==> config.mk <==
export PLATFORM = sky130hd
export DESIGN_NAME = commit_stage
export DESIGN_NICKNAME = d
export VERILOG_FILES = /design/src/common/commit_pkg.sv /design/src/commit/commit_stage.sv /design/src/commit/exception_checker.sv /design/src/commit/readdata_format.sv /design/src/commit/writedata_format.sv
export SDC_FILE = /design/constraint.sdc
export NUM_CORES = 1
export LEC_CHECK = 0
export BUFFER_PORTS_ARGS = -buffer_cell sky130_fd_sc_hd__buf_2
export CAP_MARGIN = 0
export CORE_AREA = 2 2 286 288
export DETAILED_ROUTE_END_ITERATION = 6
export DIE_AREA = 0 0 288 290
export GPL_TIMING_DRIVEN = 0
export PLACE_DENSITY = 0.33
export SLEW_MARGIN = 20
export SYNTH_ARGS = -nofsm -noshare
export SYNTH_HDL_FRONTEND = slang
export SYNTH_SLANG_ARGS = --single-unit
==> constraint.sdc <==
create_clock -name vclk -period 2.6
set_clock_uncertainty 0.2 [all_clocks]
set_input_delay 0 -clock vclk [all_inputs]
set_output_delay 0 -clock vclk [all_outputs]
set_load 0.1 [all_outputs]
==> src/common/commit_pkg.sv <==
`default_nettype none

package commit_pkg;

    typedef logic [31:0] word_t;

    // decoded operation class of an executed instruction
    typedef enum logic [3:0] {
        OP_ALU,
        OP_LB,
        OP_LBU,
        OP_LH,
        OP_LHU,
        OP_LW,
        OP_SB,
        OP_SH,
        OP_SW,
        OP_BRANCH,
        OP_JUMP,
        OP_JR,
        OP_ERET,
        OP_SYSCALL,
        OP_BREAK,
        OP_RESERVED
    } op_t;

    // cause register exception codes
    typedef enum logic [4:0] {
        EXC_INT  = 5'd0,
        EXC_ADEL = 5'd4,
        EXC_ADES = 5'd5,
        EXC_SYS  = 5'd8,
        EXC_BP   = 5'd9,
        EXC_RI   = 5'd10,
        EXC_OV   = 5'd12
    } exc_code_t;

    // general exception entry, BEV=1
    localparam word_t EXC_VECTOR = 32'hbfc00380;

    // a loaded word, seen by byte lane or by halfword lane
    typedef union packed {
        logic [3:0][7:0]  bytes;
        logic [1:0][15:0] halves;
    } load_word_u;

    function automatic logic is_load(op_t op);
        return (op == OP_LB) || (op == OP_LBU) || (op == OP_LH) ||
               (op == OP_LHU) || (op == OP_LW);
    endfunction

    function automatic logic is_store(op_t op);
        return (op == OP_SB) || (op == OP_SH) || (op == OP_SW);
    endfunction

    function automatic logic is_mem(op_t op);
        return is_load(op) || is_store(op);
    endfunction

    // true when the access size needs alignment the address lacks
    function automatic logic is_misaligned(op_t op, logic [1:0] addr_low);
        case (op)
            OP_LH, OP_LHU, OP_SH: return addr_low[0];
            OP_LW, OP_SW:         return addr_low != 2'b00;
            default:              return 1'b0;
        endcase
    endfunction

endpackage

`default_nettype wire

==> src/commit/commit_stage.sv <==
`timescale 1ns/10ps
`default_nettype none

module commit_stage import commit_pkg::*; (
    input  logic                 clk,
    input  logic                 rst_n,
    // executed pair, slot 1 older
    input  op_t   [1:0]          op,
    input  word_t [1:0]          result,
    input  word_t [1:0]          store_data,
    input  word_t [1:0]          srca,
    input  word_t [1:0]          pc,
    input  word_t [1:0]          pcbranch,
    input  word_t [1:0]          pcjump,
    input  logic  [1:0][4:0]     destreg,
    input  logic  [1:0]          regwrite,
    input  logic  [1:0]          overflow,
    input  logic  [1:0]          taken,
    input  logic  [1:0]          pred_taken,
    input  word_t [1:0]          epc,
    input  logic                 first_cycle,
    input  logic  [5:0]          ext_int,
    input  logic                 timer_interrupt,
    // data memory
    output logic                 dmem_en,
    output logic                 dmem_wt,
    output word_t                dmem_addr,
    output word_t                dmem_wd,
    output logic  [3:0]          dmem_be,
    input  word_t                dmem_rd,
    input  logic                 dmem_data_ok,
    // results
    output logic                 finish,
    output logic  [1:0]          wb_en,
    output logic  [1:0][4:0]     wb_reg,
    output word_t [1:0]          wb_data,
    output logic                 exception_valid,
    output exc_code_t            exception_code,
    output word_t                exception_pc,
    output logic                 redirect_valid,
    output word_t                redirect_pc
);

    logic      [1:0]      exc_valid;
    exc_code_t [1:0]      exc_code;
    word_t     [1:0]      exc_pc;
    word_t     [1:0]      slot_wd;
    logic      [1:0][3:0] slot_be;
    logic                 mask;
    logic                 sel_old;
    op_t                  mem_op;
    word_t                load_data;
    logic                 eret_old;
    logic                 eret_young;
    logic                 jr_old;
    logic                 branch_miss;
    logic                 jump_miss;

    exception_checker exception_checker_1 (
        .op(op[1]), .result(result[1]), .pc(pc[1]), .overflow(overflow[1]),
        .ext_int(ext_int), .timer_interrupt(timer_interrupt),
        .exc_valid(exc_valid[1]), .exc_code(exc_code[1]), .exc_pc(exc_pc[1])
    );

    exception_checker exception_checker_0 (
        .op(op[0]), .result(result[0]), .pc(pc[0]), .overflow(overflow[0]),
        .ext_int(ext_int), .timer_interrupt(timer_interrupt),
        .exc_valid(exc_valid[0]), .exc_code(exc_code[0]), .exc_pc(exc_pc[0])
    );

    // older slot faulting or returning kills the younger one
    assign mask = exc_valid[1] | (op[1] == OP_ERET);

    writedata_format writedata_format_1 (
        .op(op[1]), .addr_low(result[1][1:0]), .store_data(store_data[1]),
        .wd(slot_wd[1]), .be(slot_be[1])
    );

    writedata_format writedata_format_0 (
        .op(op[0]), .addr_low(result[0][1:0]), .store_data(store_data[0]),
        .wd(slot_wd[0]), .be(slot_be[0])
    );

    // single memory port, older slot wins
    assign sel_old   = is_mem(op[1]);
    assign mem_op    = sel_old ? op[1] : op[0];
    assign dmem_en   = sel_old ? ~exc_valid[1] : (is_mem(op[0]) & ~mask & ~exc_valid[0]);
    assign dmem_wt   = is_store(mem_op);
    assign dmem_addr = sel_old ? result[1] : result[0];
    assign dmem_wd   = sel_old ? slot_wd[1] : slot_wd[0];
    assign dmem_be   = sel_old ? slot_be[1] : slot_be[0];

    readdata_format readdata_format_i (
        .rd(dmem_rd), .addr_low(dmem_addr[1:0]), .op(mem_op), .load_data(load_data)
    );

    // a data_ok seen on the first cycle belongs to an earlier pair
    assign finish = first_cycle ? ~dmem_en : (~dmem_en | dmem_data_ok);

    assign wb_en[1]   = regwrite[1] & ~exc_valid[1];
    assign wb_en[0]   = regwrite[0] & ~exc_valid[0] & ~mask;
    assign wb_reg     = destreg;
    assign wb_data[1] = is_load(op[1]) ? load_data : result[1];
    assign wb_data[0] = (is_load(op[0]) && !sel_old) ? load_data : result[0];

    assign exception_valid = exc_valid[1] | (exc_valid[0] & ~mask);
    assign exception_code  = exc_valid[1] ? exc_code[1] : exc_code[0];
    assign exception_pc    = exc_valid[1] ? exc_pc[1] : exc_pc[0];

    // control flow resolved in the older slot only
    assign eret_old    = op[1] == OP_ERET;
    assign eret_young  = (op[0] == OP_ERET) & ~mask;
    assign jr_old      = op[1] == OP_JR;
    assign branch_miss = (op[1] == OP_BRANCH) & (taken[1] != pred_taken[1]);
    assign jump_miss   = (op[1] == OP_JUMP) & ~pred_taken[1];

    always_comb begin
        redirect_valid = 1'b1;
        redirect_pc    = EXC_VECTOR;
        if (exception_valid) begin
            redirect_pc = EXC_VECTOR;
        end else if (eret_old) begin
            redirect_pc = epc[1];
        end else if (eret_young) begin
            redirect_pc = epc[0];
        end else if (jr_old) begin
            redirect_pc = srca[1];
        end else if (branch_miss) begin
            // predicted taken but fell through, resume at the younger slot
            redirect_pc = taken[1] ? pcbranch[1] : pc[0];
        end else if (jump_miss) begin
            redirect_pc = pcjump[1];
        end else begin
            redirect_valid = 1'b0;
        end
    end

endmodule

`default_nettype wire

==> src/commit/exception_checker.sv <==
`timescale 1ns/10ps
`default_nettype none

module exception_checker import commit_pkg::*; (
    input  op_t        op,
    input  word_t      result,
    input  word_t      pc,
    input  logic       overflow,
    input  logic [5:0] ext_int,
    input  logic       timer_interrupt,
    output logic       exc_valid,
    output exc_code_t  exc_code,
    output word_t      exc_pc
);

    logic interrupt;
    logic addr_err;

    assign interrupt = (|ext_int) | timer_interrupt;
    assign addr_err  = is_misaligned(op, result[1:0]);

    // interrupts first, then address errors, then instruction faults
    always_comb begin
        exc_valid = 1'b1;
        exc_code  = EXC_INT;
        if (interrupt) begin
            exc_code = EXC_INT;
        end else if (addr_err && is_load(op)) begin
            exc_code = EXC_ADEL;
        end else if (addr_err && is_store(op)) begin
            exc_code = EXC_ADES;
        end else if (op == OP_SYSCALL) begin
            exc_code = EXC_SYS;
        end else if (op == OP_BREAK) begin
            exc_code = EXC_BP;
        end else if (op == OP_RESERVED) begin
            exc_code = EXC_RI;
        end else if (op == OP_ALU && overflow) begin
            exc_code = EXC_OV;
        end else begin
            exc_valid = 1'b0;
        end
    end

    // EPC always points at the faulting instruction itself
    assign exc_pc = pc;

endmodule

`default_nettype wire

==> src/commit/readdata_format.sv <==
`timescale 1ns/10ps
`default_nettype none

module readdata_format import commit_pkg::*; (
    input  word_t      rd,
    input  logic [1:0] addr_low,
    input  op_t        op,
    output word_t      load_data
);

    load_word_u  word;
    logic [7:0]  lane_byte;
    logic [15:0] lane_half;

    assign word = rd;

    // lane select, memory is little endian
    assign lane_byte = word.bytes[addr_low];
    assign lane_half = word.halves[addr_low[1]];

    always_comb begin
        case (op)
            OP_LB: begin
                load_data = {{24{lane_byte[7]}}, lane_byte};
            end
            OP_LBU: begin
                load_data = {24'b0, lane_byte};
            end
            OP_LH: begin
                load_data = {{16{lane_half[15]}}, lane_half};
            end
            OP_LHU: begin
                load_data = {16'b0, lane_half};
            end
            default: begin
                // LW, whole word as returned
                load_data = rd;
            end
        endcase
    end

endmodule

`default_nettype wire

==> src/commit/writedata_format.sv <==
`timescale 1ns/10ps
`default_nettype none

module writedata_format import commit_pkg::*; (
    input  op_t        op,
    input  logic [1:0] addr_low,
    input  word_t      store_data,
    output word_t      wd,
    output logic [3:0] be
);

    always_comb begin
        wd = store_data;
        be = 4'b0000;
        case (op)
            OP_SB: begin
                // byte copied into every lane, enable picks one
                wd = {4{store_data[7:0]}};
                be = 4'b0001 << addr_low;
            end
            OP_SH: begin
                wd = {2{store_data[15:0]}};
                be = addr_low[1] ? 4'b1100 : 4'b0011;
            end
            OP_SW: begin
                be = 4'b1111;
            end
            default: begin
                // loads and non-memory ops write nothing
                be = 4'b0000;
            end
        endcase
    end

endmodule

`default_nettype wire

==> results.yml, run 1 <==
worst_setup_path:
  timing.critical_path.depth: 14
  worst-setup-path-type: "in -> out"
  critical_path.startpoint_type: "input pin"
  critPathMaxStageDelay_ns: 0.37
  cp_top_family: "compound AO/OA/AOI/OAI gates"
  cpMaxStageDelayCell: "sky130_fd_sc_hd__o31a_1"
  worst-endpoint-arrival_ns: 2.44
  crit_chain: "buf_8 > buf_12 > o31a_1 > o21ai_2 > buf_4 > a32oi_4 > a221oi_4 > buf_6 > nor2_4 > buf_12 > buf_6 > buf_12 > a31oi_4 > buf_12"
  startpoint: "op[4]"
  critical_path.most_common_cell: "sky130_fd_sc_hd__buf_12"
  critical_path.endpoint_type: "output port"
  critPathRequiredTime_ns: 2.40
  crit_fanout: 10
  timing.critical_path.buf_inv: 8
  timing.critical_path.to: "wb_data[22]"
synth:
  yosys.area.top_type_share: 0.1346
  ys_warn_count: 0
  mappedNetlistNets: 1528
  syn-instance-count: 1011
  synth_area_um2: 6022
  synth.lib_cells_used.distinct: 80
  netlist.top_cell.by_area: "sky130_fd_sc_hd__nand2_1"
  synth_sequential_area_ratio: 0
  synth.area.top_cells: "sky130_fd_sc_hd__nand2_1, sky130_fd_sc_hd__nor2_1, sky130_fd_sc_hd__mux2_2"
  synth.avg_cell_area_um2: 5.957
timing:
  max_freq_mhz: 379.1
  min_period_over_period: 1.014
  report.final.slew_viol_count: 0
  max_slew.worst_pin.slew_ns: 0.7099
  rsz0062_at_grt: "true"
  slew-limit-headroom: 0.5267
  finalHoldViolCount: 0
  worst_slack_ns: -0.03767
  holdWs_ns: 0.1836
  final.min_clock_period_ns: 2.638
  fin_tns_setup_ns: -0.03767
  setup_violations: 1
final_layout:
  num-fill-cells: 9312
  most-common-layout-cells: "sky130_fd_sc_hd__buf_2, sky130_fd_sc_hd__nand2_1, sky130_fd_sc_hd__nor2_1"
  postLayoutCellArea_um2: 13720
  layout.area.seq_um2: 0
  layout.sequential_cells: 0
  post-route-util: 0.1712
  layout.cells.most_common: "sky130_fd_sc_hd__buf_2"
  clockBufferCount: 0
  final_net_count: 2184
  area_growth_pct: 127.8
  drive_gt1_frac: 0.5982
  final-instance-count-excl-fill: 2728
global_routing:
  grt_max_degree: 11
  grt_first_pass_wirelength_um: 90620
  global_route.overflow_total: 0
  first_global_vias: 11420
  antenna_found_initial: 36
  grt.total_usage: 0.1523
routing:
  drt-total-wl_um: 67570
  via_count: 10890
  drtIter0Drc: 385
  post-route-drc-count: 0
  postRouteAntennaNets: 0
  detail_route.first_pass.iterations: 5
  via_per_inst: 3.993
  routedWlPerCell_um: 24.77
die:
  num_rows: 104
  io_pins: 735
  x_dimension_of_the_die_um: 288
  initial_core_util: 0.07513
  core_outline_area_um2: 80160
  die_height_um: 290
  die_area_um2: 83520
power_and_ir_drop:
  totalPowerFinal_mw: 4.522
  pwr_density_cell_nw_per_um2: 329.6
  power.leakage_nw: 5.672
  vdd_drop_max_v: 0.0001268
run_status:
  status: "complete, but fails checks"
  violated_checks: "negative setup slack"
clocking:
  hold_fix_buffer_count_after_cts: 0
run:
  maxCapViolCount: 0
place:
  place.detailed.instances: 2690
  preCtsSetupSlack_ns: -1.542
  numPortBuffers: 619
  place_congestion: 0.9094
  dp_hpwl_um: 59450
  placement.cell_area_um2: 11570
min_path:
  worstHoldPathType: "in -> out"
==> cells in the mapped netlist, types with 3 or more instances <==
master / number
sky130_fd_sc_hd__nand2b_1: 9
sky130_fd_sc_hd__nand3b_1: 5
sky130_fd_sc_hd__clkbuf_1: 59
sky130_fd_sc_hd__o21bai_1: 3
sky130_fd_sc_hd__o22ai_1: 23
sky130_fd_sc_hd__a221oi_1: 26
sky130_fd_sc_hd__a31oi_4: 3
sky130_fd_sc_hd__nand2_1: 216
sky130_fd_sc_hd__o211ai_1: 11
sky130_fd_sc_hd__buf_6: 8
sky130_fd_sc_hd__inv_1: 5
sky130_fd_sc_hd__or3b_1: 3
sky130_fd_sc_hd__or3_1: 17
sky130_fd_sc_hd__a31oi_1: 38
sky130_fd_sc_hd__o21ai_0: 46
sky130_fd_sc_hd__a211oi_1: 32
sky130_fd_sc_hd__nor2b_1: 25
sky130_fd_sc_hd__buf_2: 18
sky130_fd_sc_hd__o31ai_1: 3
sky130_fd_sc_hd__buf_4: 13
sky130_fd_sc_hd__and2_1: 3
sky130_fd_sc_hd__nand3_1: 13
sky130_fd_sc_hd__nor3_1: 24
sky130_fd_sc_hd__a32oi_1: 10
sky130_fd_sc_hd__a31oi_2: 7
sky130_fd_sc_hd__or2_1: 9
sky130_fd_sc_hd__a21oi_1: 56
sky130_fd_sc_hd__mux2i_1: 44
sky130_fd_sc_hd__a22oi_1: 9
sky130_fd_sc_hd__o21ai_1: 3
sky130_fd_sc_hd__a22o_1: 7
sky130_fd_sc_hd__nor3b_1: 5
sky130_fd_sc_hd__mux2_2: 41
sky130_fd_sc_hd__a211o_1: 20
sky130_fd_sc_hd__buf_1: 10
sky130_fd_sc_hd__nor2_1: 131
sky130_fd_sc_hd__a21o_1: 3
==> cells by family (layout without fill, tap and decap cells) <==
group / count (synthesis) / count (layout) / share of synthesized area
muxes: 85 / 85 / 0.1498
xor gates and xnor gates: 2 / 2 / 0.002909
AOI/OAI and AO/OA: 327 / 327 / 0.3929
buffers and inverters: 116 / 770 / 0.09412
other: 1 / 4 / 0.0006227
and+or+nand+nor: 480 / 480 / 0.3597
==> layer usage <==
layer  part of all wire  vias to the layer above  wire [um]  GRT usage
met3              0.070                      105       4729    0.03042
met2               0.52                      578      35180     0.2944
met4              0.020                       14       1372    0.01782
li1                   -                     5045          -          -
met1               0.39                     5152      26190     0.1739
met5             0.0014                        -         92          0
==> cell type report <==
cell class,count,area [um2],share of cell area
plain buffers,107,759.5,0.05535
diodes,3,7.507,0.0005471
well taps,1060,1326,0.09666
repair buffers,655,4524,0.3297
multi-input cells,895,7066,0.5150
inverters,8,37.54,0.002736
==> power breakdown <==
group          switching [mW]    total, mW  leakage [nW]  internal [mW]
Sequential                  0            0             0              0
Clock                       0  0.000000155     0.0000190    0.000000155
Combinational            3.25         4.52          5.67           1.28
==> worst min path at each step <==
stage | from | cells past startpoint | slack [ns] | endpoint
floorplan | regwrite[0] | 2 | 0.006 | wb_en[0]
global placement | destreg[0] | 2 | 0.18 | wb_reg[0]
detailed placement | destreg[7] | 2 | 0.18 | wb_reg[7]
CTS | destreg[7] | 2 | 0.18 | wb_reg[7]
global route | destreg[1] | 2 | 0.19 | wb_reg[1]
finish | destreg[7] | 2 | 0.18 | wb_reg[7]
==> what timing repair did <==
action / 4_1_cts / 5_1_grt
pin swaps: 15 / 21
setup endpoints to repair: 203 / 155
resized for setup: 355 / 159
endpoints found under the hold margin: 0 / 0
gates cloned: 3 / 0
setup buffers: 32 / 2
(Power assumes the default switching activity.)
==> run 2: changes to the inputs <==
--- a/config.mk
+++ b/config.mk
@@ -5,13 +5,14 @@
 export SDC_FILE = /design/constraint.sdc
 export NUM_CORES = 1
 export LEC_CHECK = 0
+export ABC_AREA = 1
 export BUFFER_PORTS_ARGS = -buffer_cell sky130_fd_sc_hd__buf_2
 export CAP_MARGIN = 0
-export CORE_AREA = 2 2 286 288
+export CORE_AREA = 2 2 285 287
 export DETAILED_ROUTE_END_ITERATION = 6
-export DIE_AREA = 0 0 288 290
+export DIE_AREA = 0 0 287 289
 export GPL_TIMING_DRIVEN = 0
-export PLACE_DENSITY = 0.33
+export PLACE_DENSITY = 0.34
 export SLEW_MARGIN = 20
 export SYNTH_ARGS = -nofsm -noshare
 export SYNTH_HDL_FRONTEND = slang
==> constraint.sdc (replaced) <==
create_clock -name vclk -period 2.8
set_clock_uncertainty 0.2 [all_clocks]
set_input_delay 0 -clock vclk [all_inputs]
set_output_delay 0 -clock vclk [all_outputs]
set_load 0.1 [all_outputs]
==> run 2 against run 1 <==
Compared with the run above: the flow now finishes without violations; hold slack hardly changed; critical path type unchanged; global-route usage is 1.4 points lower; routed wire length is 9.4% lower; first-iteration DRC count is 56% higher; critical path depth is 2 lower.
==> results.yml, run 2 <==
run_status:
  status: "finished, final reports clean"
final_layout:
  postLayoutCellArea_um2: 11590
  layout.cells.most_common: "sky130_fd_sc_hd__nand2_1"
  final-instance-count-excl-fill: 3060
  clockBufferCount: 0
  most-common-layout-cells: "sky130_fd_sc_hd__nand2_1, sky130_fd_sc_hd__buf_2, sky130_fd_sc_hd__nand3_1"
  layout.area.seq_um2: 0
  drive_gt1_frac: 0.4248
  final_net_count: 2515
  area_growth_pct: 83.43
  layout.sequential_cells: 0
worst_setup_path:
  worst-endpoint-arrival_ns: 2.45
  cp_top_family: "simple AND/OR/NAND/NOR gates"
  crit_chain: "buf_2 > inv_1 > nand2_1 > nor3_4 > clkbuf_1 > nand2_1 > o211ai_1 > nand2_1 > nand3_1 > nand2_1 > inv_1 > buf_6"
  critical_path.endpoint_type: "output port"
  critical_path.most_common_cell: "sky130_fd_sc_hd__nand2_1"
  critPathMaxStageDelay_ns: 0.52
  critical_path.startpoint_type: "input pin"
  startpoint: "op[4]"
  worst-setup-path-type: "in -> out"
  crit_fanout: 10
  cpMaxStageDelayCell: "sky130_fd_sc_hd__clkbuf_1"
  timing.critical_path.buf_inv: 5
  critPathRequiredTime_ns: 2.60
die:
  num_rows: 104
  x_dimension_of_the_die_um: 287
  die_area_um2: 82940
  io_pins: 735
  initial_core_util: 0.07912
  core_outline_area_um2: 79900
  die_height_um: 289
routing:
  detail_route.first_pass.iterations: 4
  postRouteAntennaNets: 0
  post-route-drc-count: 0
  routedWlPerCell_um: 20.01
  via_count: 11600
  drtIter0Drc: 600
  via_per_inst: 3.789
  drt-total-wl_um: 61240
synth:
  synth_sequential_area_ratio: 0
  netlist.top_cell.by_area: "sky130_fd_sc_hd__nand2_1"
  synth.avg_cell_area_um2: 4.624
  synth_common_cells: "sky130_fd_sc_hd__nand2_1, sky130_fd_sc_hd__nand3_1, sky130_fd_sc_hd__o21ai_0, sky130_fd_sc_hd__inv_1, sky130_fd_sc_hd__nor2_1"
  synth_area_um2: 6321
  synth.area.top_cells: "sky130_fd_sc_hd__nand2_1, sky130_fd_sc_hd__nand3_1, sky130_fd_sc_hd__o21ai_0"
  synth_most_common_cell: "sky130_fd_sc_hd__nand2_1"
  ys_warn_count: 0
  mappedNetlistNets: 1884
  syn-instance-count: 1367
  yosys.area.top_type_share: 0.3694
  synth.lib_cells_used.distinct: 40
timing:
  max_freq_mhz: 378.0
  final.min_clock_period_ns: 2.645
  finalHoldViolCount: 0
  rsz0062_at_grt: "false"
  report.final.slew_viol_count: 0
  holdWs_ns: 0.1838
  max_slew.worst_pin.slew_ns: 0.8874
  slew-limit-headroom: 0.4084
  setup_violations: 0
  fin_tns_setup_ns: 0
  min_period_over_period: 0.9448
power_and_ir_drop:
  power.leakage_nw: 6.484
  vdd_drop_max_v: 0.0001508
  pwr_density_cell_nw_per_um2: 352.2
global_routing:
  grt_first_pass_wirelength_um: 83230
  global_route.overflow_total: 0
  antenna_found_initial: 24
  grt_max_degree: 11
  first_global_vias: 11430
  grt.total_usage: 0.1381
min_path:
  hold_depth: 2
  worstHoldPathType: "in -> out"
  min_to: "wb_reg[9]"
  hold_path_startpoint: "destreg[9]"
place:
  numPortBuffers: 622
  dp_hpwl_um: 54880
  place.detailed.instances: 3049
  place_congestion: 0.8993
  placement.cell_area_um2: 10980
run:
  maxCapViolCount: 0
clocking:
  hold_fix_buffer_count_after_cts: 0
## run 2: cell families after synthesis
group                  Yosys count  synth area share
AO/OA/AOI/OAI                  231            0.2069
AND/OR/NAND/NOR                935            0.6516
XOR/XNOR                         1          0.001386
other                            1         0.0005933
buffers and inverters          199            0.1395
## run 2: layout make-up
cell class                      count  area, um2
Tap cell                         1060       1326
Antenna cell                        4      10.01
Inverter                           94      359.1
Timing Repair Buffer              629       3567
Multi-Input combinational cell   1168       5749
Fill cell                        9700      68300
Buffer                            105      583.1
## run 2: worst max path at each step
stage	endpoint	slack [ns]	cells after the start
finish	redirect_pc[18]	0.15	12
global route	exception_pc[31]	0.0001	12
CTS	redirect_pc[10]	0.0007	16
detailed placement	exception_pc[9]	-0.95	10
global placement	exception_pc[9]	-0.93	10
floorplan	exception_pc[23]	-0.63	7
## run 2: power by group
part	switching, mW	leakage (nW)	total (mW)	internal [mW]
clock network	0	0.0000254	0.000000192	0.000000192
logic	3.22	6.48	4.08	0.864
registers	0	0	0	0
total	3.22	6.48	4.08	0.864
## run 2: per-layer routing
metal  routed length (um)  global-route usage  up-vias
li1                     -                   -     5702
met1                24890              0.1692     5269
met2                30710              0.2531      552
met3                 4775             0.03024       58
met4                  775             0.01445       14
met5                   95                   0        -
## run 2: what timing repair did
action | in CTS | in global routing
pin swaps | 2 | 2
setup endpoints to repair | 158 | 134
resized for setup | 113 | 124
setup buffers | 5 | 2
## run 2: metrics by stage
stage	setup WS (ns)	util	power [mW]
finish	0.1547	0.1451	4.084
global route	0.0001088	0.1450	4.316
CTS	0.0007476	0.1418	4.073
detailed placement	-0.9477	0.1374	4.014
global placement	-0.9279	0.1374	4.019
floorplan	-0.6301	-	2.923
